==> config.mk <==
export PLATFORM = sky130hd
export DESIGN_NAME = load_formatter
export DESIGN_NICKNAME = d
export VERILOG_FILES = /design/src/mem_access_pkg.sv /design/src/load_formatter.sv
export VERILOG_INCLUDE_DIRS = /design/src
export SDC_FILE = /design/constraint.sdc
export NUM_CORES = 1
export LEC_CHECK = 0
export ABC_AREA = 1
export BUFFER_PORTS_ARGS = -buffer_cell sky130_fd_sc_hd__buf_2
export CORE_UTILIZATION = 50
export CTS_CLUSTER_SIZE = 28
export DETAILED_ROUTE_END_ITERATION = 6
export PLACE_DENSITY = 0.84
export SYNTH_ARGS = -nofsm -noshare
export SYNTH_HDL_FRONTEND = slang
export SYNTH_SLANG_ARGS = --single-unit
==> constraint.sdc <==
create_clock -name i_clk -period 2.2 [get_ports i_clk]
set_clock_uncertainty 0.2 [all_clocks]
set_input_delay 0.11 -clock i_clk [delete_from_list [all_inputs] [get_ports i_clk]]
set_output_delay 0.11 -clock i_clk [all_outputs]
set_load 0.03 [all_outputs]
==> src/mem_config.svh <==
`ifndef MEM_CONFIG_SVH
`define MEM_CONFIG_SVH

////////////////////////////////////////////////////////////
// Data memory geometry
////////////////////////////////////////////////////////////

`define MEM_DEPTH     256  // Number of 32-bit words
`define DATA_W        32   // Word width
`define WORD_ADDR_W   8    // log2(MEM_DEPTH)
`define BYTE_ADDR_W   10   // Word address plus two offset bits

////////////////////////////////////////////////////////////
// Request queue
////////////////////////////////////////////////////////////

// Entries in the queue, also the requester's starting credits
`define REQ_DEPTH     4

`endif

==> src/mem_access_pkg.sv <==
`include "mem_config.svh"

// Types for a pipeline load or store
package mem_access_pkg;

  // Access width as decoded by the MIPS load opcodes
  typedef enum logic [1:0] {
    SIZE_BYTE = 2'd0,  // LB / LBU
    SIZE_HALF = 2'd1,  // LH / LHU
    SIZE_WORD = 2'd2   // LW / SW
  } access_size_t;

  // Read word seen as byte lanes or as halfword lanes
  // Lane 0 is the least significant one (little endian)
  typedef union packed {
    logic [`DATA_W/8-1:0][7:0]   bytes;   // Four byte lanes
    logic [`DATA_W/16-1:0][15:0] halves;  // Two halfword lanes
  } read_word_u;

endpackage

==> src/load_formatter.sv <==
`timescale 1ns/1ns
`include "mem_config.svh"

// Picks and extends the loaded lane, registers the response
module load_formatter import mem_access_pkg::*; (
  input  logic               i_clk,
  input  logic               i_rsta,
  input  logic               i_load,      // Load popped this cycle
  input  access_size_t       i_size,
  input  logic               i_unsigned,
  input  logic [1:0]         i_offset,    // Byte offset in the word
  input  logic [`DATA_W-1:0] i_word,      // Memory read word
  output logic               o_resp_valid,
  output logic [`DATA_W-1:0] o_resp_data
);

  // Tag delayed to line up with the memory read
  logic         load_q;
  access_size_t size_q;
  logic         unsigned_q;
  logic [1:0]   offset_q;

  read_word_u         word_u;
  logic [7:0]         sel_byte;
  logic [15:0]        sel_half;
  logic [`DATA_W-1:0] ext_data;

  always_ff @(posedge i_clk) begin
    if (i_rsta) begin
      load_q       <= 1'b0;
      o_resp_valid <= 1'b0;
    end else begin
      load_q       <= i_load;
      o_resp_valid <= load_q;  // No back-pressure on responses
    end
  end

  always_ff @(posedge i_clk) begin
    size_q     <= i_size;
    unsigned_q <= i_unsigned;
    offset_q   <= i_offset;
    o_resp_data <= ext_data;
  end

  ////////////////////////////////////////////////////////////
  // Lane select and extension
  ////////////////////////////////////////////////////////////

  always_comb begin
    word_u   = i_word;
    sel_byte = word_u.bytes[offset_q];      // Lane 0 at bits 7:0
    sel_half = word_u.halves[offset_q[1]];  // Upper half at offset 2
    case (size_q)
      SIZE_BYTE: ext_data = unsigned_q ? {{(`DATA_W - 8){1'b0}}, sel_byte}
                                       : {{(`DATA_W - 8){sel_byte[7]}}, sel_byte};
      SIZE_HALF: ext_data = unsigned_q ? {{(`DATA_W - 16){1'b0}}, sel_half}
                                       : {{(`DATA_W - 16){sel_half[15]}}, sel_half};
      default:   ext_data = word_u;  // Whole word as read
    endcase
  end

endmodule

==> results of run 1 <==
## critical path, delay by kind of cell (launching register included)
kind,cells,cell delay [ns]
DFF,1,0.48
and+or+nand+nor,6,0.63
buffers and inverters,2,0.62
## registers in the layout, summed over array words and instances, names as in the netlist
signal,flops
o_resp_valid,1
o_resp_data,32
load_q,1
unsigned_q,1
size_q,2
offset_q,2
## area by class of cell
cell class / instances / area (um^2) / area share [%]
clock buffers: 8 / 68.8 / 2.68
multi-input cells: 147 / 754 / 29.4
inverters: 7 / 31.3 / 1.22
well taps: 44 / 55.1 / 2.14
repair buffers: 124 / 876 / 34.1
flip-flops and latches: 39 / 782 / 30.5
## through the flow
step / hold WS, ns / instances / setup slack (ns) / util, %
CTS: 0.187 / 369 / 0.112 / 83.1
floorplan: -0.0623 / 203 / 0.867 / -
detailed placement: 0.0146 / 311 / 0.639 / 64.6
global route: 0.200 / 369 / 0.0787 / 83.4
global placement: 0.0128 / 311 / 0.694 / 64.6
finish: 0.189 / 369 / 0.151 / 83.4
## cell families after synthesis
family | Yosys count
AND/OR/NAND/NOR | 146
AO/OA/AOI/OAI | 1
buffers and inverters | 17
flip-flops | 39
## per-layer routing
metal,vias to the layer above,part of all wire (%),GRT usage [%]
met1,848,37,39.3
met3,40,9.2,6.33
met5,-,0,0
met2,151,48,55.5
li1,868,-,-
met4,0,5.7,21.8
## placed cells by master, fill, tap and decap left out
| master | n |
|---|---|
| nand2_2 | 3 |
| dlygate4sd3_1 | 50 |
| dfxtp_1 | 38 |
| inv_4 | 2 |
| nand2_8 | 1 |
| buf_4 | 2 |
| nor2_1 | 3 |
| buf_2 | 72 |
| inv_2 | 1 |
| nand3_1 | 12 |
| clkbuf_1 | 1 |
| nand2_4 | 1 |
| a21oi_1 | 1 |
| inv_1 | 4 |
| nor2_8 | 1 |
| nand2_1 | 103 |
| nand3_2 | 21 |
| clkbuf_4 | 5 |
| dfxtp_2 | 1 |
| clkbuf_8 | 2 |
| nor2_4 | 1 |
## power by group through the flow
stage | Sequential (uW) | Combinational [uW] | Clock [uW]
global route | 792 | 485 | 444
floorplan | 914 | 127 | 0
detailed placement | 801 | 351 | 0
CTS | 785 | 431 | 415
finish | 788 | 458 | 416
global placement | 801 | 347 | 0
## timing repair
action                                  4_1_cts  5_1_grt
hold buffers                                 50        0
endpoints found under the hold margin        39        0
gates resized for setup                       0        2
endpoints found under the setup margin        0        4
## worst max path at each step
stage                                   end  slack (ns)  cells past startpoint
floorplan           o_resp_data[19]$_DFF_P_        0.87                      9
global placement    o_resp_data[18]$_DFF_P_        0.69                      7
detailed placement  o_resp_data[16]$_DFF_P_        0.64                      7
CTS                 o_resp_data[15]$_DFF_P_        0.11                      8
global route        o_resp_data[13]$_DFF_P_        0.08                      8
finish              o_resp_data[13]$_DFF_P_        0.15                      8
==> results.sh, run 1 <==
export IMPL_outcome="complete, no violations"
export IMPL_antenna_found_initial=0
export IMPL_finalHoldViolCount=0
export IMPL_cts_buffers=5
export IMPL_p_sw_share_pct=31.5
export IMPL_port_buffers=72
export IMPL_startpoint_type="flop"
export IMPL_place_congestion=0.866
export IMPL_slew_headroom_pct=52.9
export IMPL_clock_path_buffers=2
export IMPL_slew_violations=0
export IMPL_worst_slew_pin_slew_ns=0.707
export IMPL_cp_startpoint="size_q[1]$_DFF_P_"
export IMPL_placed_area_um2=1990
export IMPL_routed_wl_um=5600
export IMPL_clock_power_share_pct=25.0
export IMPL_worstPathCellList="inv_4 > nand2_4 > nor2_8 > nand2_2 > nand2_2 > nand2_8 > nand3_2 > dlygate4sd3_1"
export IMPL_max_freq_mhz=488
export IMPL_async_flop_share_pct=0
export IMPL_n_fill_cell=165
export IMPL_wl_per_cell_um=15.2
export IMPL_grt_usage_pct=33.4
export IMPL_via_per_inst=5.17
export IMPL_clkSinkCount=39
export IMPL_r2r_slack_ns=0.15
export IMPL_ys_flop_type="dfxtp_1"
export IMPL_nNetsFinal=364
export IMPL_ff2ff_path_depth=8
export IMPL_synth_area_mux_share_pct=0
export IMPL_hold_path_depth=2
export IMPL_p_total_uw=1660
export IMPL_syn_inst=203
export IMPL_synthXorXnorAreaFrac_pct=0
export IMPL_clock_latency_ns=0.35
export IMPL_synth_adder_area_share_pct=0
export IMPL_cts_root_buf="clkbuf_4"
export IMPL_slowest_delay_ns=0.57
export IMPL_synth_compound_area_share_pct=0.307
export IMPL_syn_area_per_cell_um2=8.04
export IMPL_syn_num_nets=243
export IMPL_drc_errors=0
export IMPL_synth_edf_count=0
export IMPL_end_kind="flop"
export IMPL_p_seq_share_pct=47.4
export IMPL_synthTopCellsByCount="nand2_1 (103), dfxtp_1 (39), nand3_2 (21)"
export IMPL_drtIter0Drc=182
export IMPL_seq_area_frac_synth_pct=47.9
export IMPL_p_switching_uw=523
export IMPL_design_area_um2=2570
export IMPL_grt_ovfl_total=0
export IMPL_yosysUniqueCellTypes=17
export IMPL_area_growth_pct=57.4
export IMPL_tns_ns=0
export IMPL_hold_end="size_q[0]$_DFF_P_"
export IMPL_htreeDepth=2
export IMPL_worst_ep_required_time_ns=2.24
export IMPL_hpwl_um=2710
export IMPL_leakagePower_uw=0.00145
export IMPL_initial_core_util_pct=53.0
export IMPL_finalCritPeriodShare_pct=93.1
export IMPL_synth_top_family_by_area="simple AND/OR/NAND/NOR gates"
export IMPL_core_area_um2=3080
export IMPL_first_pass_iters=5
export IMPL_p_per_area_nw_per_um2=647
export IMPL_ys_ff_latch=39
export IMPL_die_y_um=59.1
export IMPL_grt_max_degree=33
export IMPL_synth_cell_area_um2=1630
export IMPL_ys_warnings_count=0
export IMPL_die_w_um=59.1
export IMPL_r2r_start="size_q[1]$_DFF_P_"
export IMPL_internal_power_uw=1140
export IMPL_comb_power_share_pct=27.6
export IMPL_ant_nets=0
export IMPL_r2r_end="o_resp_data[13]$_DFF_P_"
export IMPL_dieArea_um2=3500
export IMPL_crit_path_top_delay_cell="dlygate4sd3_1"
export IMPL_cp_data_arrival_time_ns=2.09
export IMPL_crit_type="flop to flop"
export IMPL_setup_viol=0
export IMPL_yosysTopAreaCellShare_pct=47.9
export IMPL_critPathMaxFanout=24
export IMPL_peakVddDrop_mv=0.432
export IMPL_first_global_vias=1793
export IMPL_hold_start="i_size[0]"
export IMPL_hold_path_class="primary input to flop"
export IMPL_crit_path_frequent_cell="nand2_2"
export IMPL_cts_tree="built"
export IMPL_cts_reportedPaths_clkPinSlew_ns=0.11
export IMPL_yosys_top_cells_area="dfxtp_1 (48%), nand2_1 (24%), nand3_2 (13%), nand3_1 (3.7%), buf_6 (2.8%)"
export IMPL_num_rows=20
export IMPL_grt_pass1_wl_um=8430
export IMPL_rsz0062_at_grt="false"
export IMPL_num_vias=1907
export IMPL_post_route_min_period_ns=2.05
export IMPL_drv_cap=0
export IMPL_synth_simple_area_share_pct=45.4
export IMPL_synth_most_common_cell="nand2_1"
export IMPL_num_io_pins=73
export IMPL_cts_setup_buffers=0
export IMPL_antennaDiodeCount=0
export IMPL_drive_gt1_share_pct=34.8
export IMPL_yosysTopAreaCell="dfxtp_1"
(Power assumes the default switching activity.)
==> inputs of run 2 (changes only) <==
--- a/config.mk
+++ b/config.mk
@@ -8,10 +8,11 @@
 export LEC_CHECK = 0
 export ABC_AREA = 1
 export BUFFER_PORTS_ARGS = -buffer_cell sky130_fd_sc_hd__buf_2
-export CORE_UTILIZATION = 50
+export CAP_MARGIN = 20
+export CORE_UTILIZATION = 45
 export CTS_CLUSTER_SIZE = 28
 export DETAILED_ROUTE_END_ITERATION = 6
-export PLACE_DENSITY = 0.84
+export PLACE_DENSITY = 0.77
 export SYNTH_ARGS = -nofsm -noshare
 export SYNTH_HDL_FRONTEND = slang
 export SYNTH_SLANG_ARGS = --single-unit
==> results.sh, run 2 (synthesis gave the netlist of run 1 again) <==
export IMPL_crit_end="o_resp_data[3]$_DFF_P_"
export IMPL_antennaDiodeCount=0
export IMPL_worst_ep_required_time_ns=2.30
export IMPL_num_vias=1783
export IMPL_antenna_found_initial=0
export IMPL_num_io_pins=73
export IMPL_wl_per_cell_um=12.8
export IMPL_design_area_um2=2570
export IMPL_startpoint_type="flop"
export IMPL_ant_nets=0
export IMPL_slew_violations=0
export IMPL_first_pass_iters=4
export IMPL_crit_type="flop to flop"
export IMPL_cts_buffers=5
export IMPL_post_route_min_period_ns=2.11
export IMPL_first_global_vias=1712
export IMPL_finalHoldViolCount=0
export IMPL_r2r_slack_ns=0.09
export IMPL_finalCritPeriodShare_pct=95.9
export IMPL_via_per_inst=4.81
export IMPL_nNetsFinal=364
export IMPL_initial_core_util_pct=47.8
export IMPL_r2r_end="o_resp_data[3]$_DFF_P_"
export IMPL_crit_path_top_delay_cell="a21oi_1"
export IMPL_rsz0062_at_grt="false"
export IMPL_reg_largest_list="o_resp_data (32), offset_q (2), size_q (2)"
export IMPL_cts_setup_buffers=0
export IMPL_setup_slack_ns=0.0899
export IMPL_htreeDepth=2
export IMPL_die_y_um=62.2
export IMPL_hold_path_class="primary input to flop"
export IMPL_cts_reportedPaths_clkPinSlew_ns=0.11
export IMPL_dp_slack_ns=0.572
export IMPL_setup_viol=0
export IMPL_dieArea_um2=3870
export IMPL_routed_wl_um=4740
export IMPL_grt_pass1_wl_um=7810
export IMPL_slowest_delay_ns=0.62
export IMPL_tns_ns=0
export IMPL_cp_startpoint="size_q[1]$_DFF_P_"
export IMPL_die_w_um=62.2
export IMPL_area_growth_pct=57.5
export IMPL_outcome="complete, no violations"
export IMPL_worst_slew_pin_slew_ns=0.723
export IMPL_ff2ff_path_depth=4
export IMPL_final_util_pct=75.2
export IMPL_grt_usage_pct=26.0
export IMPL_grt_max_degree=28
export IMPL_grt_ovfl_total=0
export IMPL_slew_headroom_pct=51.8
export IMPL_drc_errors=0
export IMPL_cts_root_buf="clkbuf_4"
export IMPL_final_cell_mix="nand2_1 (103), buf_2 (72), dlygate4sd3_1 (50), dfxtp_1 (38), nand3_2 (21)"
export IMPL_worstPathCellList="a21oi_1 > nand2_1 > nand3_1 > dlygate4sd3_1"
export IMPL_cts_tree="built"
export IMPL_cp_data_arrival_time_ns=2.21
export IMPL_core_area_um2=3420
export IMPL_num_rows=21
export IMPL_final_common_cell="nand2_1"
export IMPL_drtIter0Drc=113
export IMPL_drive_gt1_share_pct=34.8
export IMPL_max_freq_mhz=474
export IMPL_clock_latency_ns=0.35
export IMPL_leakagePower_uw=0.00145
export IMPL_clock_path_buffers=2
export IMPL_end_kind="flop"
export IMPL_hpwl_um=2800
export IMPL_p_per_area_nw_per_um2=639
export IMPL_hold_start="i_offset[1]"
export IMPL_port_buffers=72
export IMPL_r2r_start="size_q[1]$_DFF_P_"
export IMPL_drv_cap=0
export IMPL_place_congestion=0.833
export IMPL_regMostFlops="o_resp_data"
export IMPL_clkSinkCount=39
export IMPL_peakVddDrop_mv=0.551
export IMPL_placed_area_um2=1990
export IMPL_critPathMaxFanout=9
export IMPL_largest_reg_flops=32
[run 2: cell counts in the layout (fill, tap and decap cells not counted)]
Identical to the previous run, type by type.
[run 2: critical path: cells and delay by family, from the launching register on]
kind	cells	cell delay [ns]
AND/OR/NAND/NOR	2	0.24
buffers and inverters	1	0.55
flip-flops	1	0.45
AO/OA/AOI/OAI	1	0.62
[run 2: worst min-delay path by stage]
| stage | slack (ns) | to | cells after the start |
|---|---|---|---|
| after detailed placement | 0.01 | offset_q[1]$_DFF_P_ | 1 |
| after floorplan | -0.06 | offset_q[0]$_DFF_P_ | 0 |
| after global routing | 0.18 | offset_q[1]$_DFF_P_ | 2 |
| final | 0.18 | offset_q[1]$_DFF_P_ | 2 |
| after global placement | 0.01 | offset_q[1]$_DFF_P_ | 1 |
| after CTS | 0.18 | offset_q[0]$_DFF_P_ | 2 |
[run 2: power breakdown]
group / internal [uW] / switching (uW)
Clock: 188 / 223
Combinational: 183 / 261
Sequential: 768 / 19.8
[run 2: layout make-up]
type / count / area, um^2
timing repair buffer: 124 / 876
fill: 241 / 846
sequential: 39 / 782
multi-input combinational: 147 / 754
clock buffer: 8 / 68.8
tap: 46 / 57.6
inverter: 7 / 31.3
[run 2: stage by stage]
step / std cells / hold slack (ns) / power (uW)
after floorplan: 203 / -0.0623 / 1040
after global placement: 313 / 0.0136 / 1150
after detailed placement: 313 / 0.0136 / 1150
after CTS: 371 / 0.181 / 1630
after global routing: 371 / 0.180 / 1720
final: 371 / 0.185 / 1640
[run 2: layer usage]
| metal | GRT usage (%) | wire length, um |
|---|---|---|
| met2 | 44.8 | 2350 |
| met1 | 30.5 | 1860 |
| met4 | 12.5 | 144 |
| met5 | 0 | 0 |
| met3 | 5.70 | 381 |
[run 2: what timing repair did]
action                                 4_1_cts  5_1_grt
resized for setup                            0        2
endpoints found under the hold margin       39        0
hold buffers                                50        0
setup endpoints to repair                    0        4
