File: config.mk
export PLATFORM = sky130hd
export DESIGN_NAME = req_queue
export DESIGN_NICKNAME = d
export VERILOG_FILES = /design/src/mem_access_pkg.sv /design/src/req_queue.sv
export VERILOG_INCLUDE_DIRS = /design/src
export SDC_FILE = /design/constraint.sdc
export NUM_CORES = 1
export LEC_CHECK = 0
export ABC_AREA = 1
export BUFFER_PORTS_ARGS = -buffer_cell sky130_fd_sc_hd__buf_4
export CORE_UTILIZATION = 25
export DETAILED_ROUTE_END_ITERATION = 8
export MAX_ROUTING_LAYER = met4
export PLACE_DENSITY = 0.42
export SETUP_SLACK_MARGIN = 0.15
export SLEW_MARGIN = 40
export SYNTH_ARGS = -nofsm -noshare
export SYNTH_HDL_FRONTEND = slang
export SYNTH_SLANG_ARGS = --single-unit
File: constraint.sdc
create_clock -name i_clk -period 3 [get_ports i_clk]
set_input_delay 0.3 -clock i_clk [delete_from_list [all_inputs] [get_ports i_clk]]
set_output_delay 0.3 -clock i_clk [all_outputs]
set_load 0.02 [all_outputs]
File: src/mem_config.svh
`ifndef MEM_CONFIG_SVH
`define MEM_CONFIG_SVH

////////////////////////////////////////////////////////////
// Data memory geometry
////////////////////////////////////////////////////////////

`define MEM_DEPTH     256  // Number of 32-bit words
`define DATA_W        32   // Word width
`define WORD_ADDR_W   8    // log2(MEM_DEPTH)
`define BYTE_ADDR_W   10   // Word address plus two offset bits

////////////////////////////////////////////////////////////
// Request queue
////////////////////////////////////////////////////////////

// Entries in the queue, also the requester's starting credits
`define REQ_DEPTH     4

`endif

File: src/mem_access_pkg.sv
`include "mem_config.svh"

// Types for a pipeline load or store
package mem_access_pkg;

  // Access width as decoded by the MIPS load opcodes
  typedef enum logic [1:0] {
    SIZE_BYTE = 2'd0,  // LB / LBU
    SIZE_HALF = 2'd1,  // LH / LHU
    SIZE_WORD = 2'd2   // LW / SW
  } access_size_t;

  // Read word seen as byte lanes or as halfword lanes
  // Lane 0 is the least significant one (little endian)
  typedef union packed {
    logic [`DATA_W/8-1:0][7:0]   bytes;   // Four byte lanes
    logic [`DATA_W/16-1:0][15:0] halves;  // Two halfword lanes
  } read_word_u;

endpackage

File: src/req_queue.sv
`timescale 1ns/1ns
`include "mem_config.svh"

// Credit-managed request FIFO between pipeline and data memory
module req_queue import mem_access_pkg::*; (
  input  logic                    i_clk,
  input  logic                    i_rsta,
  input  logic                    i_req_valid,     // Costs one credit
  input  logic                    i_req_write,     // 1 = store word
  input  access_size_t            i_req_size,
  input  logic                    i_req_unsigned,  // Zero extend on load
  input  logic [`BYTE_ADDR_W-1:0] i_req_addr,
  input  logic [`DATA_W-1:0]      i_req_wdata,
  input  logic                    i_hold,          // Scrub running or starting
  output logic                    o_pop,           // Access strobe to memory
  output logic                    o_write,         // Store strobe, only with o_pop
  output logic [`WORD_ADDR_W-1:0] o_word_addr,
  output logic [`DATA_W-1:0]      o_wdata,
  output access_size_t            o_size,
  output logic                    o_unsigned,
  output logic [1:0]              o_offset,
  output logic                    o_credit         // One credit back per pop
);

  localparam int PTR_W = $clog2(`REQ_DEPTH);
  localparam int CNT_W = $clog2(`REQ_DEPTH + 1);

  // Entry storage
  logic                    q_write    [`REQ_DEPTH];
  access_size_t            q_size     [`REQ_DEPTH];
  logic                    q_unsigned [`REQ_DEPTH];
  logic [`BYTE_ADDR_W-1:0] q_addr     [`REQ_DEPTH];
  logic [`DATA_W-1:0]      q_wdata    [`REQ_DEPTH];

  logic [PTR_W-1:0] wr_ptr;
  logic [PTR_W-1:0] rd_ptr;
  logic [CNT_W-1:0] count;
  logic             pop_go;

  assign pop_go = (count != '0) && !i_hold;

  ////////////////////////////////////////////////////////////
  // Pointers, occupancy, strobes
  ////////////////////////////////////////////////////////////

  always_ff @(posedge i_clk) begin
    if (i_rsta) begin
      wr_ptr   <= '0;
      rd_ptr   <= '0;
      count    <= '0;
      o_pop    <= 1'b0;
      o_write  <= 1'b0;
      o_credit <= 1'b0;
    end else begin
      if (i_req_valid)
        wr_ptr <= (wr_ptr == PTR_W'(`REQ_DEPTH - 1)) ? '0 : wr_ptr + 1'b1;
      if (pop_go)
        rd_ptr <= (rd_ptr == PTR_W'(`REQ_DEPTH - 1)) ? '0 : rd_ptr + 1'b1;
      count    <= count + CNT_W'(i_req_valid) - CNT_W'(pop_go);
      o_pop    <= pop_go;
      o_write  <= pop_go && q_write[rd_ptr];  // Qualified store strobe
      o_credit <= o_pop;                      // Credit trails the pop by a cycle
    end
  end

  // Payload, no reset needed
  always_ff @(posedge i_clk) begin
    if (i_req_valid) begin
      q_write[wr_ptr]    <= i_req_write;
      q_size[wr_ptr]     <= i_req_size;
      q_unsigned[wr_ptr] <= i_req_unsigned;
      q_addr[wr_ptr]     <= i_req_addr;
      q_wdata[wr_ptr]    <= i_req_wdata;
    end
    if (pop_go) begin
      o_word_addr <= q_addr[rd_ptr][`BYTE_ADDR_W-1:2];  // Drop byte offset
      o_offset    <= q_addr[rd_ptr][1:0];
      o_wdata     <= q_wdata[rd_ptr];
      o_size      <= q_size[rd_ptr];
      o_unsigned  <= q_unsigned[rd_ptr];
    end
  end

  ////////////////////////////////////////////////////////////
  // Checks
  ////////////////////////////////////////////////////////////

  // Requester sent without a credit
  a_no_overflow: assert property (@(posedge i_clk) disable iff (i_rsta)
    i_req_valid |-> (count != CNT_W'(`REQ_DEPTH)));

  // Only aligned whole-word stores are supported
  a_store_aligned: assert property (@(posedge i_clk) disable iff (i_rsta)
    (i_req_valid && i_req_write) |-> (i_req_addr[1:0] == 2'b00));

endmodule

==> run_results.csv, run 1 <==
group,metric,value,unit
layout,area_growth,27.7,%
worst_hold_path,worstHoldPathType,"in -> reg",
layout,final_common_cell,"edfxtp_1",
timing,post-route-min-period,1.91,ns
critical_path,crit_end,"o_offset[0]",
power,p_leak,0.00395,uW
timing,maxSlewHeadroom,0.459,
floorplan,fp.dieH,190,microns
power,ir_drop,0.000412,V
logic_synthesis,yosysWarnings,0,
global_route,grt_pass1_wl,31100,microns
timing,setup_violations,0,
timing,maxSlewViolCount,0,
timing,fin_crit_sh,0.637,
cts,clkSinkCount,241,
layout,layout-drive-gt1-share,0.203,
job,maxCapViolCount,0,
power,power.density,831,nW/um^2
layout,final_cell_mix,"229 x edfxtp_1, 101 x nor2_1, 101 x buf_4",
logic_synthesis,syn-num-nets,625,
cts,clkLatencyLatePin,0.52,ns
run_status,outcome,"complete, no violations",
drt,vias_per_cell,4.21,
logic_synthesis,synth.distinct_cells,21,
logic_synthesis,synth_seq_area_share,0.806,
drt,wl,20400,microns
cts,clock_path_buffers,3,
drt,num_vias,5034,
drt,dr.pass1.iters,4,
layout,nFillCells,3362,
critical_path,path_max_fanout,91,
logic_synthesis,syn_area_per_cell,15.5,sq um
cts,clk_pin_slew,0.06,ns
global_route,grt_pass1_vias,5249,
critical_path,end_kind,"flip-flop",
placed_design,port_buffers,97,
cts,h-tree-depth,1,
logic_synthesis,syn-cell-area,8820,sq um
global_route,overflow,0,
timing,finalSetupTns,0,ns
critical_path,worst_setup_path_start_kind,"flip-flop",
timing,finalHoldViolations,0,
floorplan,start_util,0.255,
timing,fin_skew,0.00796,ns
power,report.power.total,9360,uW
critical_path,criticalPathCategory,"reg -> reg",
global_route,antenna_found_initial,2,
drt,drt-initial-drc-count,391,
critical_path,r2r-start,"rd_ptr[0]",
drt,drtAntennaViolNets,0,
floorplan,core-area,34600,sq um
floorplan,die_w,190,microns
timing,fmaxAchievable,524,MHz
timing,grt_setup_unrepaired,"false",
critical_path,cp_data_required_time,3.27,ns
critical_path,startpoint,"rd_ptr[0]",
worst_hold_path,min_path_cells,3,
logic_synthesis,synth_seq_cells,241,
critical_path,regToRegSetupSlack,1.09,ns
floorplan,io_pins,98,
layout,layout.nets,776,
logic_synthesis,synthCells,568,
floorplan,die-area,36100,sq um
critical_path,reg2reg_depth,3,
timing,holdWs,0.0980,ns
drt,post_drt_wl_per_cell,17.1,microns
placed_design,globalplace.congestion,0.688,
cts,cts_setup_buffers,0,
cts,cts_made_buffers,26,
cts,clock-root-buffer,"clkbuf_16",
placed_design,place.detailed.hpwl,11100,microns
global_route,grt_max_degree,92,
critical_path,cp_data_arrival_time,2.18,ns
cts,tritoncts,"done",
floorplan,num_rows,68,
timing,tightestPinTransition,0.810,ns
critical_path,r2r_end,"o_offset[0]",
drt,route.detailed.drc,0,
global_route,grt_usage,0.116,
-- synth_stat cells, drive strengths merged --
library cell / count / share of area
ha: 6 / 0.0085
fa: 1 / 0.0023
nand3b: 1 / 0.00085
xnor2: 1 / 0.00099
nor3: 1 / 0.00057
nand2: 15 / 0.0064
a21oi: 5 / 0.0028
nor2: 101 / 0.043
o21ai: 91 / 0.052
dfxtp: 12 / 0.027
inv: 25 / 0.011
o22ai: 45 / 0.032
clkbuf: 1 / 0.00042
nand3: 6 / 0.0034
edfxtp: 229 / 0.78
buf: 28 / 0.029
-- cell families (layout without fill, tap and decap cells) --
| logic type | Yosys count | after routing | synth area share |
|---|---|---|---|
| other | 0 | 2 | 0 |
| AOI/OAI and AO/OA | 141 | 141 | 0.0863 |
| buffers and inverters | 54 | 225 | 0.0413 |
| adders and majority gates | 7 | 7 | 0.0108 |
| DFF | 241 | 241 | 0.806 |
| and+or+nand+nor | 124 | 124 | 0.0542 |
| xor gates and xnor gates | 1 | 1 | 0.000993 |
-- through the flow --
step | util | area (sq um) | setup slack, ns | instances
2_1_floorplan | - | 8820 | 1.11 | 568
3_3_place_gp | 0.288 | 9970 | 1.13 | 1099
3_5_place_dp | 0.288 | 9980 | 1.11 | 1099
4_1_cts | 0.325 | 11300 | 1.08 | 1194
5_1_grt | 0.325 | 11300 | 0.955 | 1196
6_report | 0.325 | 11300 | 1.09 | 1196
-- sequential cells by signal (all words and copies together), names as in the netlist, 2 cells and up, named ones only --
name	flops
q_addr	40
q_size	8
q_wdata	128
wr_ptr	2
o_offset	2
q_write	4
count	3
o_wdata	32
q_unsigned	4
o_size	2
o_word_addr	8
rd_ptr	2
-- report_power, final --
group / total (uW) / switching [uW] / internal [uW]
combinational: 1910 / 1230 / 687
sequential: 4420 / 223 / 4200
clock: 3020 / 1270 / 1750
total: 9360 / 2720 / 6640
-- routing by layer --
metal,track usage,vias to the layer above,part of all wire
met5,-,-,0
met4,0.0245,0,0.013
met3,0.0231,24,0.051
met2,0.185,111,0.47
met1,0.154,2481,0.47
li1,-,2418,-
-- timing repair --
action | in CTS | in global routing
endpoints found under the hold margin | 189 | 0
hold buffers | 47 | 0
resized for setup | 0 | 0
-- final cells by class --
| class | count | area [sq um] | share of cell area |
|---|---|---|---|
| clock buffer | 27 | 654 | 0.0581 |
| sequential | 241 | 7120 | 0.632 |
| antenna | 2 | 5.00 | 0.000444 |
| tap | 455 | 569 | 0.0505 |
| clock inverter | 21 | 159 | 0.0141 |
| inverter | 25 | 104 | 0.00922 |
| timing repair buffer | 152 | 1310 | 0.116 |
| multi-input combinational | 273 | 1340 | 0.119 |
-- worst min-delay path by stage --
stage / startpoint / to / slack [ns]
after floorplan: i_rsta / count[1] / 0.37
after global placement: o_pop / o_credit / 0.42
after detailed placement: o_pop / o_credit / 0.43
after CTS: i_req_valid / wr_ptr[1] / 0.07
after global routing: i_req_valid / wr_ptr[0] / 0.12
final: i_req_valid / wr_ptr[1] / 0.1
-- worst max-delay path, stage by stage (launching register included) --
cell     delay [ns]
dfxtp_4        0.83
inv_8          0.37
o21ai_1        0.27
o22ai_1        0.09
Power figures use the tool's default switching activity.
==> inputs of run 2 (changes only) <==
--- a/config.mk
+++ b/config.mk
@@ -11,7 +11,7 @@
 export CORE_UTILIZATION = 25
 export DETAILED_ROUTE_END_ITERATION = 8
 export MAX_ROUTING_LAYER = met4
-export PLACE_DENSITY = 0.42
+export PLACE_DENSITY = 0.43
 export SETUP_SLACK_MARGIN = 0.15
 export SLEW_MARGIN = 40
 export SYNTH_ARGS = -nofsm -noshare
==> constraint.sdc (replaced) <==
create_clock -name i_clk -period 1.6 [get_ports i_clk]
set_input_delay 0.16 -clock i_clk [delete_from_list [all_inputs] [get_ports i_clk]]
set_output_delay 0.16 -clock i_clk [all_outputs]
set_load 0.02 [all_outputs]
==> run 2 against run 1 <==
The run now ends with hold timing left; register-to-register slack got worse by 0.97 ns; critical path depth rose by 5; utilization rose by 1.0 points; worst setup slack got worse by 0.97 ns; final cell count rose by 1.8%; sequential power rose by 84%; combinational power rose by 120%; non-clock buffer count rose by 22; clock power rose by 85%; die area did not move; maximum frequency rose by 29%; global-route usage fell by 0.44 points; critical endpoint is now count[1].
==> run_results.csv, run 2 (synthesis gave the netlist of run 1 again) <==
group,metric,value,unit
global_route,grt_usage,0.112,
global_route,grt_max_degree,35,
floorplan,start_util,0.255,
power,p_leak,0.00406,uW
run_status,violations,"hold timing",
layout,final_common_cell,"edfxtp_1",
power,ir_drop,0.000807,V
global_route,grtUsageMet1,0.148,
critical_path,r2r-start,"count[1]",
drt,drtAntennaViolNets,0,
critical_path,criticalPathCategory,"reg -> reg",
placed_design,pre_cts_slack,0.0754,ns
layout,layout-drive-gt1-share,0.250,
timing,layout_setup_ws,0.118,ns
global_route,met3_usage,0.0208,
drt,post_drt_wl_per_cell,16.2,microns
timing,fmaxAchievable,675,MHz
drt,num_vias,5051,
timing,fin_crit_sh,0.926,
cts,clkLatencyLatePin,0.53,ns
global_route,grt-busiest-layer,"met2",
cts,clkSinkCount,241,
layout,layout.nets,799,
placed_design,port_buffers,97,
floorplan,fp.dieH,190,microns
worst_hold_path,hp-start,"i_rsta",
critical_path,path_max_fanout,3,
layout,final_cell_mix,"229 x edfxtp_1, 110 x buf_4, 100 x nor2_1",
critical_path,worst_setup_path_start_kind,"flip-flop",
timing,finalSetupTns,0,ns
layout,regMostFlops,"q_wdata",
timing,maxSlewViolCount,0,
critical_path,cp_data_required_time,2.01,ns
placed_design,globalplace.congestion,0.693,
timing,maxSlewHeadroom,0.718,
timing,post-route-min-period,1.48,ns
placed_design,place.detailed.hpwl,11700,microns
cts,clk_pin_slew,0.06,ns
drt,vias_per_cell,4.15,
timing,fin_skew,0.0146,ns
worst_hold_path,worstHoldPathType,"in -> reg",
timing,holdWs,-0.148,ns
floorplan,die-area,36100,sq um
floorplan,die_w,190,microns
cts,cts-hold-fix-buffers,49,
floorplan,io_pins,98,
layout,largest_reg_flops,128,
layout,utilization,0.335,
cts,clock-root-buffer,"clkbuf_16",
placed_design,placed_cells,1115,
cts,cts_made_buffers,27,
floorplan,core-area,34600,sq um
drt,route.detailed.drc,0,
drt,drt-initial-drc-count,292,
drt,dr.pass1.iters,4,
cts,clock_path_buffers,3,
cts,tritoncts,"done",
timing,setup_violations,0,
layout,reg.largest.list,"q_wdata x128, q_addr x40, o_wdata x32",
global_route,grt_pass1_wl,29900,microns
power,power.density,1540,nW/um^2
global_route,antenna_found_initial,1,
critical_path,end_kind,"flip-flop",
cts,h-tree-depth,1,
critical_path,cp_data_arrival_time,1.90,ns
timing,tightestPinTransition,0.422,ns
critical_path,startpoint,"count[1]",
job,maxCapViolCount,0,
global_route,overflow,0,
timing,finalHoldViolations,4,
global_route,grt.met2_usage,0.179,
layout,area_growth,31.6,%
layout,finalNonFillerCells,1217,
floorplan,num_rows,68,
timing,grt_setup_unrepaired,"true",
drt,wl,19700,microns
run_status,outcome,"complete, but fails checks",
global_route,grt_pass1_vias,5064,
## run 2: layer usage
layer	up-vias	wire length, microns
met2	105	9160
met4	0	320
met3	32	937
met5	-	0
met1	2445	9250
li1	2469	-
## run 2: final timing paths
check | to | slack (ns) | cells after the start
worst max-delay path | count[1] | 0.12 | 8
worst min-delay path | count[1] | -0.15 | 2
worst max register to register | count[1] | 0.12 | 8
worst min register to register | o_write | 0.50 | 2
## run 2: cell type report
type                       instances  area, sq um
antenna                            1         2.50
tap                              455          569
clock inverter                    18          109
timing repair buffer             174         1620
clock buffer                      30          687
fill                            3344        23000
sequential                       241         7130
inverter                          25          120
multi-input combinational        273         1390
## run 2: repair_timing
| item | 4_1_cts | 5_1_grt |
|---|---|---|
| buffers inserted | 3 | 1 |
| gates resized for setup | 8 | 1 |
| setup endpoints to repair | 2 | 2 |
| endpoints found under the hold margin | 191 | 4 |
| pin swaps | 1 | 0 |
## run 2: critical path, cell delays in order, from the launching register on
cell	delay, ns
dfxtp_2	0.35
nor2_4	0.04
inv_2	0.06
nand3_2	0.07
o21ai_1	0.09
ha_2	0.18
inv_2	0.04
fa_2	0.50
nor2_1	0.04
## run 2: per-stage QoR
stage               hold WS, ns  instance area [sq um]  power [uW]
global route             -0.168                  11600       18800
detailed placement        0.365                  10300       12300
global placement          0.365                  10300       12300
finish                   -0.148                  11600       17900
floorplan                 0.219                   8870       10700
CTS                      -0.179                  11600       18200
## run 2: report_power, final
group          switching [uW]  internal [uW]  total (uW)
logic                    2530           1650        4180
clock network            2360           3220        5580
registers                 265           7870        8140
total                    5160          12700       17900
