--- src/mem_config.svh ---
`ifndef MEM_CONFIG_SVH
`define MEM_CONFIG_SVH

////////////////////////////////////////////////////////////
// Data memory geometry
////////////////////////////////////////////////////////////

`define MEM_DEPTH     256  // Number of 32-bit words
`define DATA_W        32   // Word width
`define WORD_ADDR_W   8    // log2(MEM_DEPTH)
`define BYTE_ADDR_W   10   // Word address plus two offset bits

////////////////////////////////////////////////////////////
// Request queue
////////////////////////////////////////////////////////////

// Entries in the queue, also the requester's starting credits
`define REQ_DEPTH     4

`endif

--- src/dirty_tracker.sv ---
`timescale 1ns/1ns
`include "mem_config.svh"

// One dirty bit per data word, set on stores and cleared by the scrub
module dirty_tracker (
  input  logic                    i_clk,
  input  logic                    i_rsta,
  input  logic                    i_set,         // Store strobe
  input  logic [`WORD_ADDR_W-1:0] i_set_addr,    // Stored word
  input  logic [`WORD_ADDR_W-1:0] i_scrub_addr,  // Walk pointer
  input  logic                    i_clear,       // Scrub rewrote this word
  output logic                    o_dirty        // Bit at the walk pointer
);

  logic [`MEM_DEPTH-1:0] dirty_q;  // All clean after reset

  ////////////////////////////////////////////////////////////
  // Bit vector update
  ////////////////////////////////////////////////////////////

  always_ff @(posedge i_clk) begin
    if (i_rsta) begin
      dirty_q <= '0;
    end else begin
      if (i_set)
        dirty_q[i_set_addr] <= 1'b1;    // Word differs from its index
      if (i_clear)
        dirty_q[i_scrub_addr] <= 1'b0;  // Scrubbed back to index
    end
  end

  // Combinational lookup for the walker
  assign o_dirty = dirty_q[i_scrub_addr];

  // Stores are held in the queue for the whole scrub, so no store
  // may meet a clear from the walker
  a_set_clear_excl: assert property (@(posedge i_clk) disable iff (i_rsta)
    !(i_set && i_clear));

endmodule

--- config.mk ---
export PLATFORM = sky130hd
export DESIGN_NAME = dirty_tracker
export DESIGN_NICKNAME = d
export VERILOG_FILES = /design/src/dirty_tracker.sv
export VERILOG_INCLUDE_DIRS = /design/src
export SDC_FILE = /design/constraint.sdc
export NUM_CORES = 1
export LEC_CHECK = 0
export ABC_CLOCK_PERIOD_IN_PS = 6600
export BUFFER_PORTS_ARGS = -buffer_cell sky130_fd_sc_hd__buf_2
export CAP_MARGIN = 20
export CORE_AREA = 2 2 205 227
export CTS_BUF_LIST = sky130_fd_sc_hd__clkbuf_4 sky130_fd_sc_hd__clkbuf_8 sky130_fd_sc_hd__clkbuf_16
export CTS_CLUSTER_DIAMETER = 50
export DETAILED_ROUTE_END_ITERATION = 10
export DIE_AREA = 0 0 207 229
export HOLD_SLACK_MARGIN = 0.1
export SYNTH_ARGS = -nofsm -noshare
export SYNTH_HDL_FRONTEND = slang
export SYNTH_SLANG_ARGS = --single-unit
--- constraint.sdc ---
create_clock -name i_clk -period 6.6 [get_ports i_clk]
set_clock_uncertainty 0.1 [all_clocks]
set_input_delay 1.32 -clock i_clk [delete_from_list [all_inputs] [get_ports i_clk]]
set_output_delay 1.32 -clock i_clk [all_outputs]
set_load 0.03 [all_outputs]
==> results of run 1 <==
[per-layer routing]
metal  track usage (%)  vias up  wire length, um
met2              25.4      594            18200
met4              7.92        4             2120
met5                 0        -               27
met3              4.11      137             4790
met1              22.3     4828            16300
li1                  -     4372                -
[worst max-delay path: cells and delay by family]
kind | cells | cell delay (ns)
multiplexers | 1 | 0.43
buffers and inverters | 2 | 0.98
AO/OA/AOI/OAI | 3 | 0.58
AND/OR/NAND/NOR | 2 | 1.02
[final cells by class]
| type | instances | area, um^2 | share of cell area, % |
|---|---|---|---|
| Tap cell | 588 | 736 | 5.60 |
| Timing Repair Buffer | 77 | 596 | 4.53 |
| Clock buffer | 46 | 938 | 7.14 |
| Clock inverter | 11 | 128 | 0.971 |
| Inverter | 2 | 7.51 | 0.0571 |
| Multi-Input combinational cell | 741 | 5620 | 42.7 |
| Sequential cell | 256 | 5120 | 39.0 |
[Yosys cell counts]
cell type | instances | area, um^2
nand4b_1 | 1 | 8.76
nor3_1 | 27 | 135
nand3b_1 | 2 | 15.0
nand2b_1 | 12 | 75.1
nor2b_1 | 4 | 25.0
and3_1 | 2 | 12.5
a211oi_1 | 256 | 1920
nor4_1 | 8 | 50.1
mux4_2 | 64 | 1440
or2_2 | 1 | 6.26
inv_1 | 1 | 3.75
nand2_1 | 11 | 41.3
clkbuf_1 | 108 | 405
buf_2 | 11 | 55.1
buf_4 | 1 | 7.51
clkinv_1 | 1 | 3.75
nor2_1 | 45 | 169
a21oi_1 | 269 | 1350
a22oi_1 | 32 | 240
and2_1 | 2 | 12.5
or3_1 | 1 | 6.26
o22ai_1 | 1 | 6.26
dfxtp_1 | 256 | 5120
buf_6 | 3 | 33.8
a31oi_1 | 3 | 18.8
[report_power, final]
| part | internal (mW) | total (mW) | switching [mW] |
|---|---|---|---|
| Clock | 1.06 | 1.74 | 0.673 |
| Combinational | 0.0474 | 0.204 | 0.156 |
| Sequential | 1.55 | 1.55 | 0.00186 |
[per-stage QoR]
| stage | cells | hold WS (ns) |
|---|---|---|
| 3_3_place_gp | 1653 | 0.399 |
| 3_5_place_dp | 1656 | 0.410 |
| 2_1_floorplan | 1122 | 0.384 |
| 4_1_cts | 1713 | 0.417 |
| 6_report | 1721 | 0.413 |
| 5_1_grt | 1721 | 0.432 |
[logic make-up (layout without fill, tap and decap cells)]
family          Yosys count  after routing  synth area share (%)
compound gates          561            561                  31.6
buf+inv                 125            136                  4.56
flops                   256            256                  45.9
mux                      64             64                  12.9
simple gates            116            116                  4.99
[worst paths after layout]
check | slack (ns) | end | depth (start not counted) | start
setup / recovery | 0.78 | o_dirty | 8 | i_scrub_addr[1]
hold / removal | 0.41 | dirty_q[186]$_SDFF_PP0_ | 2 | dirty_q[186]$_SDFF_PP0_
setup reg to reg | 5.72 | dirty_q[227]$_SDFF_PP0_ | 2 | dirty_q[227]$_SDFF_PP0_
hold reg to reg | 0.41 | dirty_q[186]$_SDFF_PP0_ | 2 | dirty_q[186]$_SDFF_PP0_
==> run metrics, run 1 <==
startpoint types input port; Post-DP HPWL approximately 24 mm; crit share post-route approximately nine tenths; vias per cell about 5.8; Post-Synthesis Cells 1122; fill count ~4700; Tot GR Track Use between 10% and 20%; Unique masters post-synth 25; Num CTS Buffers 31; synth warn 0; most frequent cells in the layout 269 x a21oi_1, 256 x a211oi_1, 256 x dfxtp_1; Antenna diodes 0; vias in the first global route between 9000 and 10000; port bufs 20; Layout Nets around 1100; commonest non-fill, non-tap cell in the layout a21oi_1; starting density of the core between 20% and 30%; crit-path max cell delay a little under 0.8 ns; count of final setup violators 0; Largest regs dirty_q (256); Die Wd approximately 210 um; routed len/inst approximately 24 um; RSZ-0062 raised after global routing no; Placement Cell Area between 0.01 and 0.015 mm^2; Final Core Density 29.1%; Cell Chain, Critical Path buf_4 -> mux4_2 -> a22oi_1 -> a21oi_1 -> nor4_1 -> o22ai_1 -> or3_1 -> buf_2; routed via count 9935; Clk Latency, worst-skew pair ~0.54 ns; max reg flops between 200 and 300; Synthesized Nets around 1100; I/O pin cnt 21; H-Tree Depth 1; routed wire length about 41 mm; CTS tree done; Worst-path clk slew ~0.05 ns; Slew HR 16.0%; hold crit path type reg2reg; antenna violations before repair 2; initial DRC count 1184; max-slew violations 0; Leakage 3.83 nW; Core Region 0.0451 mm^2; hold-fix buffers at CTS 0; synthesized cell area 0.0112 mm^2; Max-Cap Viols 0; Least-Margin Pin Slew 1.26 ns; gr ovfl total 0; Critical-path top delay cell buf_4; crit path kind in2out; post-CTS sizing 0; status completed; sequential area share after synthesis 45.9%; Largest Register dirty_q; largest net degree at the start of global routing 131; DRC Markers 0; share of layout cells above drive strength 1 between 15 and 20%; setup TNS 0 ns; Die Y 229 um; Critical Path End Type output pin; post-synthesis average cell area roughly 10 um^2; GPL Wtd Cong between 0.8 and 0.9; Layout Area Growth over Synthesis 17.8%; worst slack, placed ~0.84 ns; Crit Path Max Fanout 72; Fmax between 150 and 200 MHz; CTS Buffer Depth 3; post-CTS setup buffers 0; WP data required a little over 5 ns; Tmin final approximately 5.8 ns; Non-Filler Cell Area, Final about 0.013 mm^2; post-layout total power between 3 and 4 mW; first-pass GRT wire length 61.1 mm; worst setup margin 0.778 ns; Antenna Nets Post-Route 0; die area about 0.047 mm^2; num rows around 80; Initial DRT Pass Iterations 6; Root Buffer clkbuf_16; final hold viol count 0; Power Density 265 mW/mm^2; clk sink count about 260; CP arrival approximately 4.4 ns; VDD IR max roughly 0.00020 V; #FFs+latches synth approximately 260
(Power assumes the default switching activity.)
==> inputs of run 2 (changes only) <==
Settings changed: ABC_CLOCK_PERIOD_IN_PS 6600 to 6550.
Clock period 6.6 ns to 6.55 ns, I/O delays scaled along.
==> run 2 against run 1 <==
Effect of this change: setup slack lost 0.029 ns; sequential power barely moved; critical path depth stayed put; power increased by 1.8%; combinational power about the same; clock-buffer cell count down 8; register-to-register slack lost 0.07 ns; core utilization barely moved; critical endpoint unchanged; clock power increased by 3%; largest cell class unchanged; non-clock buffer count stayed put; routed wire length decreased by 1.1%; global-route usage down 0.19 points.
==> run metrics, run 2 (synthesis results as in run 1) <==
status completed; final hold viol count 0; Num CTS Buffers 30; gr ovfl total 0; VDD IR max 0.000196 V; WP data required approximately 5.1 ns; DRC Markers 0; Power Density 270 mW/mm^2; worst slack, placed 0.777 ns; Largest regs dirty_q (256); hold-fix buffers at CTS 0; share of layout cells above drive strength 1 a little under a fifth; worst setup margin between 0.7 and 0.8 ns; most frequent cells in the layout 269 x a21oi_1, 256 x a211oi_1, 256 x dfxtp_1; vias per cell 5.80; Reg2Reg Setup Slack between 5 and 6 ns; first-pass GRT wire length around 61 mm; max-slew violations 0; Core Region approximately 0.045 mm^2; CTS tree done; Layout Area Growth over Synthesis 17.8%; GPL Wtd Cong roughly 0.83; Initial DRT Pass Iterations 5; Largest Register dirty_q; Antenna diodes 0; Leakage 3.83 nW; num rows 82; initial DRC count 1109; Critical Path End Type output pin; Tmin final 5.80 ns; I/O pin cnt 21; Crit Path Max Fanout 41; routed len/inst about 24 um; starting density of the core around 25%; Layout Nets between 1000 and 1500; startpoint types input port; routed wire length about 40 mm; Least-Margin Pin Slew between 1 and 1.5 ns; crit path kind in2out; port bufs 20; Worst-path clk slew approximately 0.06 ns; max reg flops 256; Fmax about 170 MHz; largest net degree at the start of global routing about 90; Slew HR about a fifth; count of final setup violators 0; clk sink count 256; Post-DP HPWL about 24 mm; post-CTS setup buffers 0; Final Core Density 29.1%; Die Wd slightly above 200 um; CTS Buffer Depth 3; Root Buffer clkbuf_16; Antenna Nets Post-Route 0; r2r endpoint dirty_q[85]$_SDFF_PP0_; Hold Path Cell Cnt 2; worst reg2reg path depth 2; CP arrival 4.39 ns; post-CTS sizing 0; H-Tree Depth 1; vias in the first global route 9526; commonest non-fill, non-tap cell in the layout a21oi_1; Max-Cap Viols 0; die area between 0.04 and 0.05 mm^2; Die Y approximately 230 um; routed via count approximately 10000; Clk Latency, worst-skew pair around 0.56 ns; Hold Startpoint dirty_q[86]$_SDFF_PP0_; crit share post-route 88.6%; setup TNS 0 ns; worst-case hold path end point dirty_q[86]$_SDFF_PP0_; Tot GR Track Use 16.6%; antenna violations before repair 0; RSZ-0062 raised after global routing no; hold crit path type reg2reg; worst r2r src dirty_q[85]$_SDFF_PP0_
[run 2: worst max path at each step]
stage,start,endpoint,slack [ns],cells after the start
final,i_scrub_addr[0],o_dirty,0.75,8
after detailed placement,i_scrub_addr[0],o_dirty,0.78,8
after CTS,i_scrub_addr[0],o_dirty,0.77,8
after floorplan,i_scrub_addr[1],o_dirty,1.77,8
after global routing,i_scrub_addr[0],o_dirty,0.60,9
after global placement,i_scrub_addr[0],o_dirty,0.78,8
[run 2: final cells by class]
type	count	area (um^2)
Clock buffer	38	866
Clock inverter	17	200
Fill cell	4688	32000
Inverter	2	7.51
Multi-Input combinational cell	741	5630
Sequential cell	256	5120
Tap cell	588	736
Timing Repair Buffer	77	591
[run 2: metal layers]
layer / vias to the layer above / share of wire (%) / GRT usage (%)
li1: 4379 / - / -
met1: 4925 / 42 / 23.0
met2: 561 / 44 / 25.1
met3: 102 / 9.7 / 3.67
met4: 0 / 3.8 / 6.05
met5: - / 0 / 0
[run 2: per-stage QoR]
| step | hold slack [ns] | cells | power [mW] | instance area, um^2 |
|---|---|---|---|---|
| floorplan | 0.384 | 1122 | 1.72 | 11200 |
| global placement | 0.400 | 1654 | 1.79 | 12000 |
| detailed placement | 0.408 | 1656 | 1.79 | 12000 |
| CTS | 0.415 | 1711 | 3.55 | 13100 |
| global route | 0.435 | 1719 | 3.63 | 13200 |
| finish | 0.415 | 1719 | 3.55 | 13200 |
[run 2: where the power goes]
part	internal, mW	switching, mW	total [mW]
sequential	1.56	0.00182	1.56
clock	1.09	0.699	1.79
combinational	0.0473	0.157	0.204
[run 2: worst max-delay path, stage by stage]
cell and delay, ns:
buf_4 0.65, mux4_2 0.60, a22oi_1 0.22, a21oi_1 0.13, nor4_1 0.59, o22ai_1 0.17, or3_1 0.46, buf_2 0.21
==> inputs of run 3 (changes only) <==
Settings changed: ABC_AREA from default to 1, ABC_CLOCK_PERIOD_IN_PS 6550 to 4900, CORE_AREA 2 2 205 227 to 2 2 216 239, DIE_AREA 0 0 207 229 to 0 0 218 241, TNS_END_PERCENT from default to 10.
Clock period 6.55 ns to 4.9 ns, I/O delays scaled along.
==> run 3 against run 2 <==
Effect of this change: non-clock buffer count fell by 12; synthesized cell count up 75%; power rose by 40%; combinational power increased by 60%; clock power increased by 42%; sequential cell count did not move; final area rose by 9.3%; critical path type unchanged.
==> run metrics, run 3 <==
status completed; area leader, netlist dfxtp_1; max-slew violations 0; antenna violations before repair 2; Post-DP HPWL approximately 28 mm; synthesized cell area between 0.01 and 0.015 mm^2; initial DRC count about 1600; first-pass GRT wire length about 74 mm; Critical Path End Type output pin; Core Region about 0.050 mm^2; most frequent cells in the layout 631 x nand2_1, 302 x nor2_1, 256 x dfxtp_1; vias in the first global route roughly 12000; Reg2Reg Setup Slack slightly above 4 ns; hold-fix buffers at CTS 0; number of enable flip-flop cells after synthesis 0; GPL Wtd Cong between 0.8 and 0.9; Unique masters post-synth 23; CTS Buffer Depth 3; Antenna diodes 0; crit path kind in2out; Synth area leaders dfxtp_1 41%, nand2_1 19%, a21oi_1 10%; Layout Area Growth over Synthesis 15.6%; worst slack, placed between 0.6 and 0.7 ns; port bufs 20; Die Wd roughly 220 um; top_reg_cell synth dfxtp_1; Clk Latency, worst-skew pair 0.51 ns; RSZ-0062 raised after global routing no; routed wire length 49.4 mm; H-Tree Depth 2; gr ovfl total 0; I/O pin cnt 21; setup TNS 0 ns; fill count ~5500; Synth async-reset ratio 0%; max reg flops around 260; post-CTS setup buffers 0; num rows 86; Num CTS Buffers 34; Largest Register dirty_q; count leader, synth nand2_1; Worst-path clk slew around 0.060 ns; Antenna Nets Post-Route 0; Synthesized Nets 1983; Initial DRT Pass Iterations 5; Slew HR around a fifth; WP data required between 3 and 4 ns; commonest non-fill, non-tap cell in the layout nand2_1; Least-Margin Pin Slew roughly 1.2 ns; largest net degree at the start of global routing 103; synth warn 0; top cells by instance count after synthesis 631 x nand2_1, 303 x nor2_1, 256 x dfxtp_1; Max-Cap Viols 0; clk sink count 256; Tmin final approximately 4.4 ns; hold crit path type reg2reg; Die Y 241 um; #FFs+latches synth approximately 260; sequential area share after synthesis between 40% and 50%; Layout Nets 1952; Post-Synthesis Cells roughly 2000; crit share post-route between 80% and 90%; Power Density 345 mW/mm^2; post-CTS sizing 0; Crit Path Max Fanout 18; share of layout cells above drive strength 1 7.71%; VDD IR max about 0.00026 V; final hold viol count 0; die area about 0.053 mm^2; vias per cell approximately 5.1; Largest regs dirty_q (256); Root Buffer clkbuf_16; worst setup margin between 0.5 and 0.6 ns; Tot GR Track Use 18.4%; startpoint types input port; starting density of the core between 20% and 30%; DRC Markers 0; post-layout total power 4.97 mW; routed via count 13400; CTS tree done; count of final setup violators 0; routed len/inst ~19 um; post-synthesis average cell area approximately 6.3 um^2; Fmax between 200 and 250 MHz; Synth top area share between 40 and 50%; Leakage just under 6 nW; CP arrival 3.28 ns
-- run 3: cell count changes after synthesis, moves of 63 or more --
cell and change:
inv_1 +63, a211oi_1 -245, mux4_2 -64, o21ai_0 +242
nand2_1 +620, nor2_1 +258
-- run 3: metrics by stage --
step | util (%) | cells | hold WS [ns] | cell area (um^2)
floorplan | - | 1963 | 0.325 | 12400
global placement | 26.2 | 2544 | 0.337 | 13100
detailed placement | 26.3 | 2547 | 0.353 | 13100
CTS | 28.6 | 2609 | 0.362 | 14300
global route | 28.8 | 2618 | 0.383 | 14400
finish | 28.8 | 2618 | 0.356 | 14400
-- run 3: worst max-delay path, cell delays in order --
cell     delay (ns)
buf_4          0.19
nor2_2         0.84
buf_4          0.32
nand2_1        0.07
nand3_1        0.08
nand2_1        0.05
nand2_1        0.08
o21ai_1        0.06
nand2_1        0.07
nor2_1         0.04
nor2_1         0.08
nor2_1         0.05
nand2_1        0.11
buf_2          0.22
-- run 3: layout make-up --
type,count,area (um^2),area share [%]
clock buffer,45,965,6.71
clock inverter,17,191,1.33
inverter,71,270,1.88
multi-input combinational,1504,6500,45.2
sequential,256,5120,35.6
tap,660,826,5.74
timing repair buffer,65,505,3.52
-- run 3: routing by layer --
metal	global-route usage, %	part of all wire [%]	vias up
met4	9.65	5.3	4
met5	0	0.051	-
met1	24.1	41	6215
met3	4.08	11	156
li1	-	-	6277
met2	28.3	42	738
-- run 3: cell families (layout without fill, tap and decap cells) --
| family | count (synthesis) | in the layout | share of synthesized area, % |
|---|---|---|---|
| buffers and inverters | 203 | 198 | 6.76 |
| AO/OA/AOI/OAI | 532 | 532 | 22.0 |
| flip-flops | 256 | 256 | 41.2 |
| AND/OR/NAND/NOR | 972 | 972 | 30.0 |
-- run 3: worst paths after layout --
check / start / endpoint / cells after the start
max: i_scrub_addr[0] / o_dirty / 14
min: dirty_q[254]$_SDFF_PP0_ / dirty_q[254]$_SDFF_PP0_ / 2
max reg2reg: dirty_q[125]$_SDFF_PP0_ / dirty_q[125]$_SDFF_PP0_ / 2
min reg2reg: dirty_q[254]$_SDFF_PP0_ / dirty_q[254]$_SDFF_PP0_ / 2
-- run 3: power by group --
part | switching, mW | internal [mW] | total [mW]
sequential | 0.00243 | 2.09 | 2.09
combinational | 0.264 | 0.0632 | 0.327
clock | 0.992 | 1.56 | 2.55
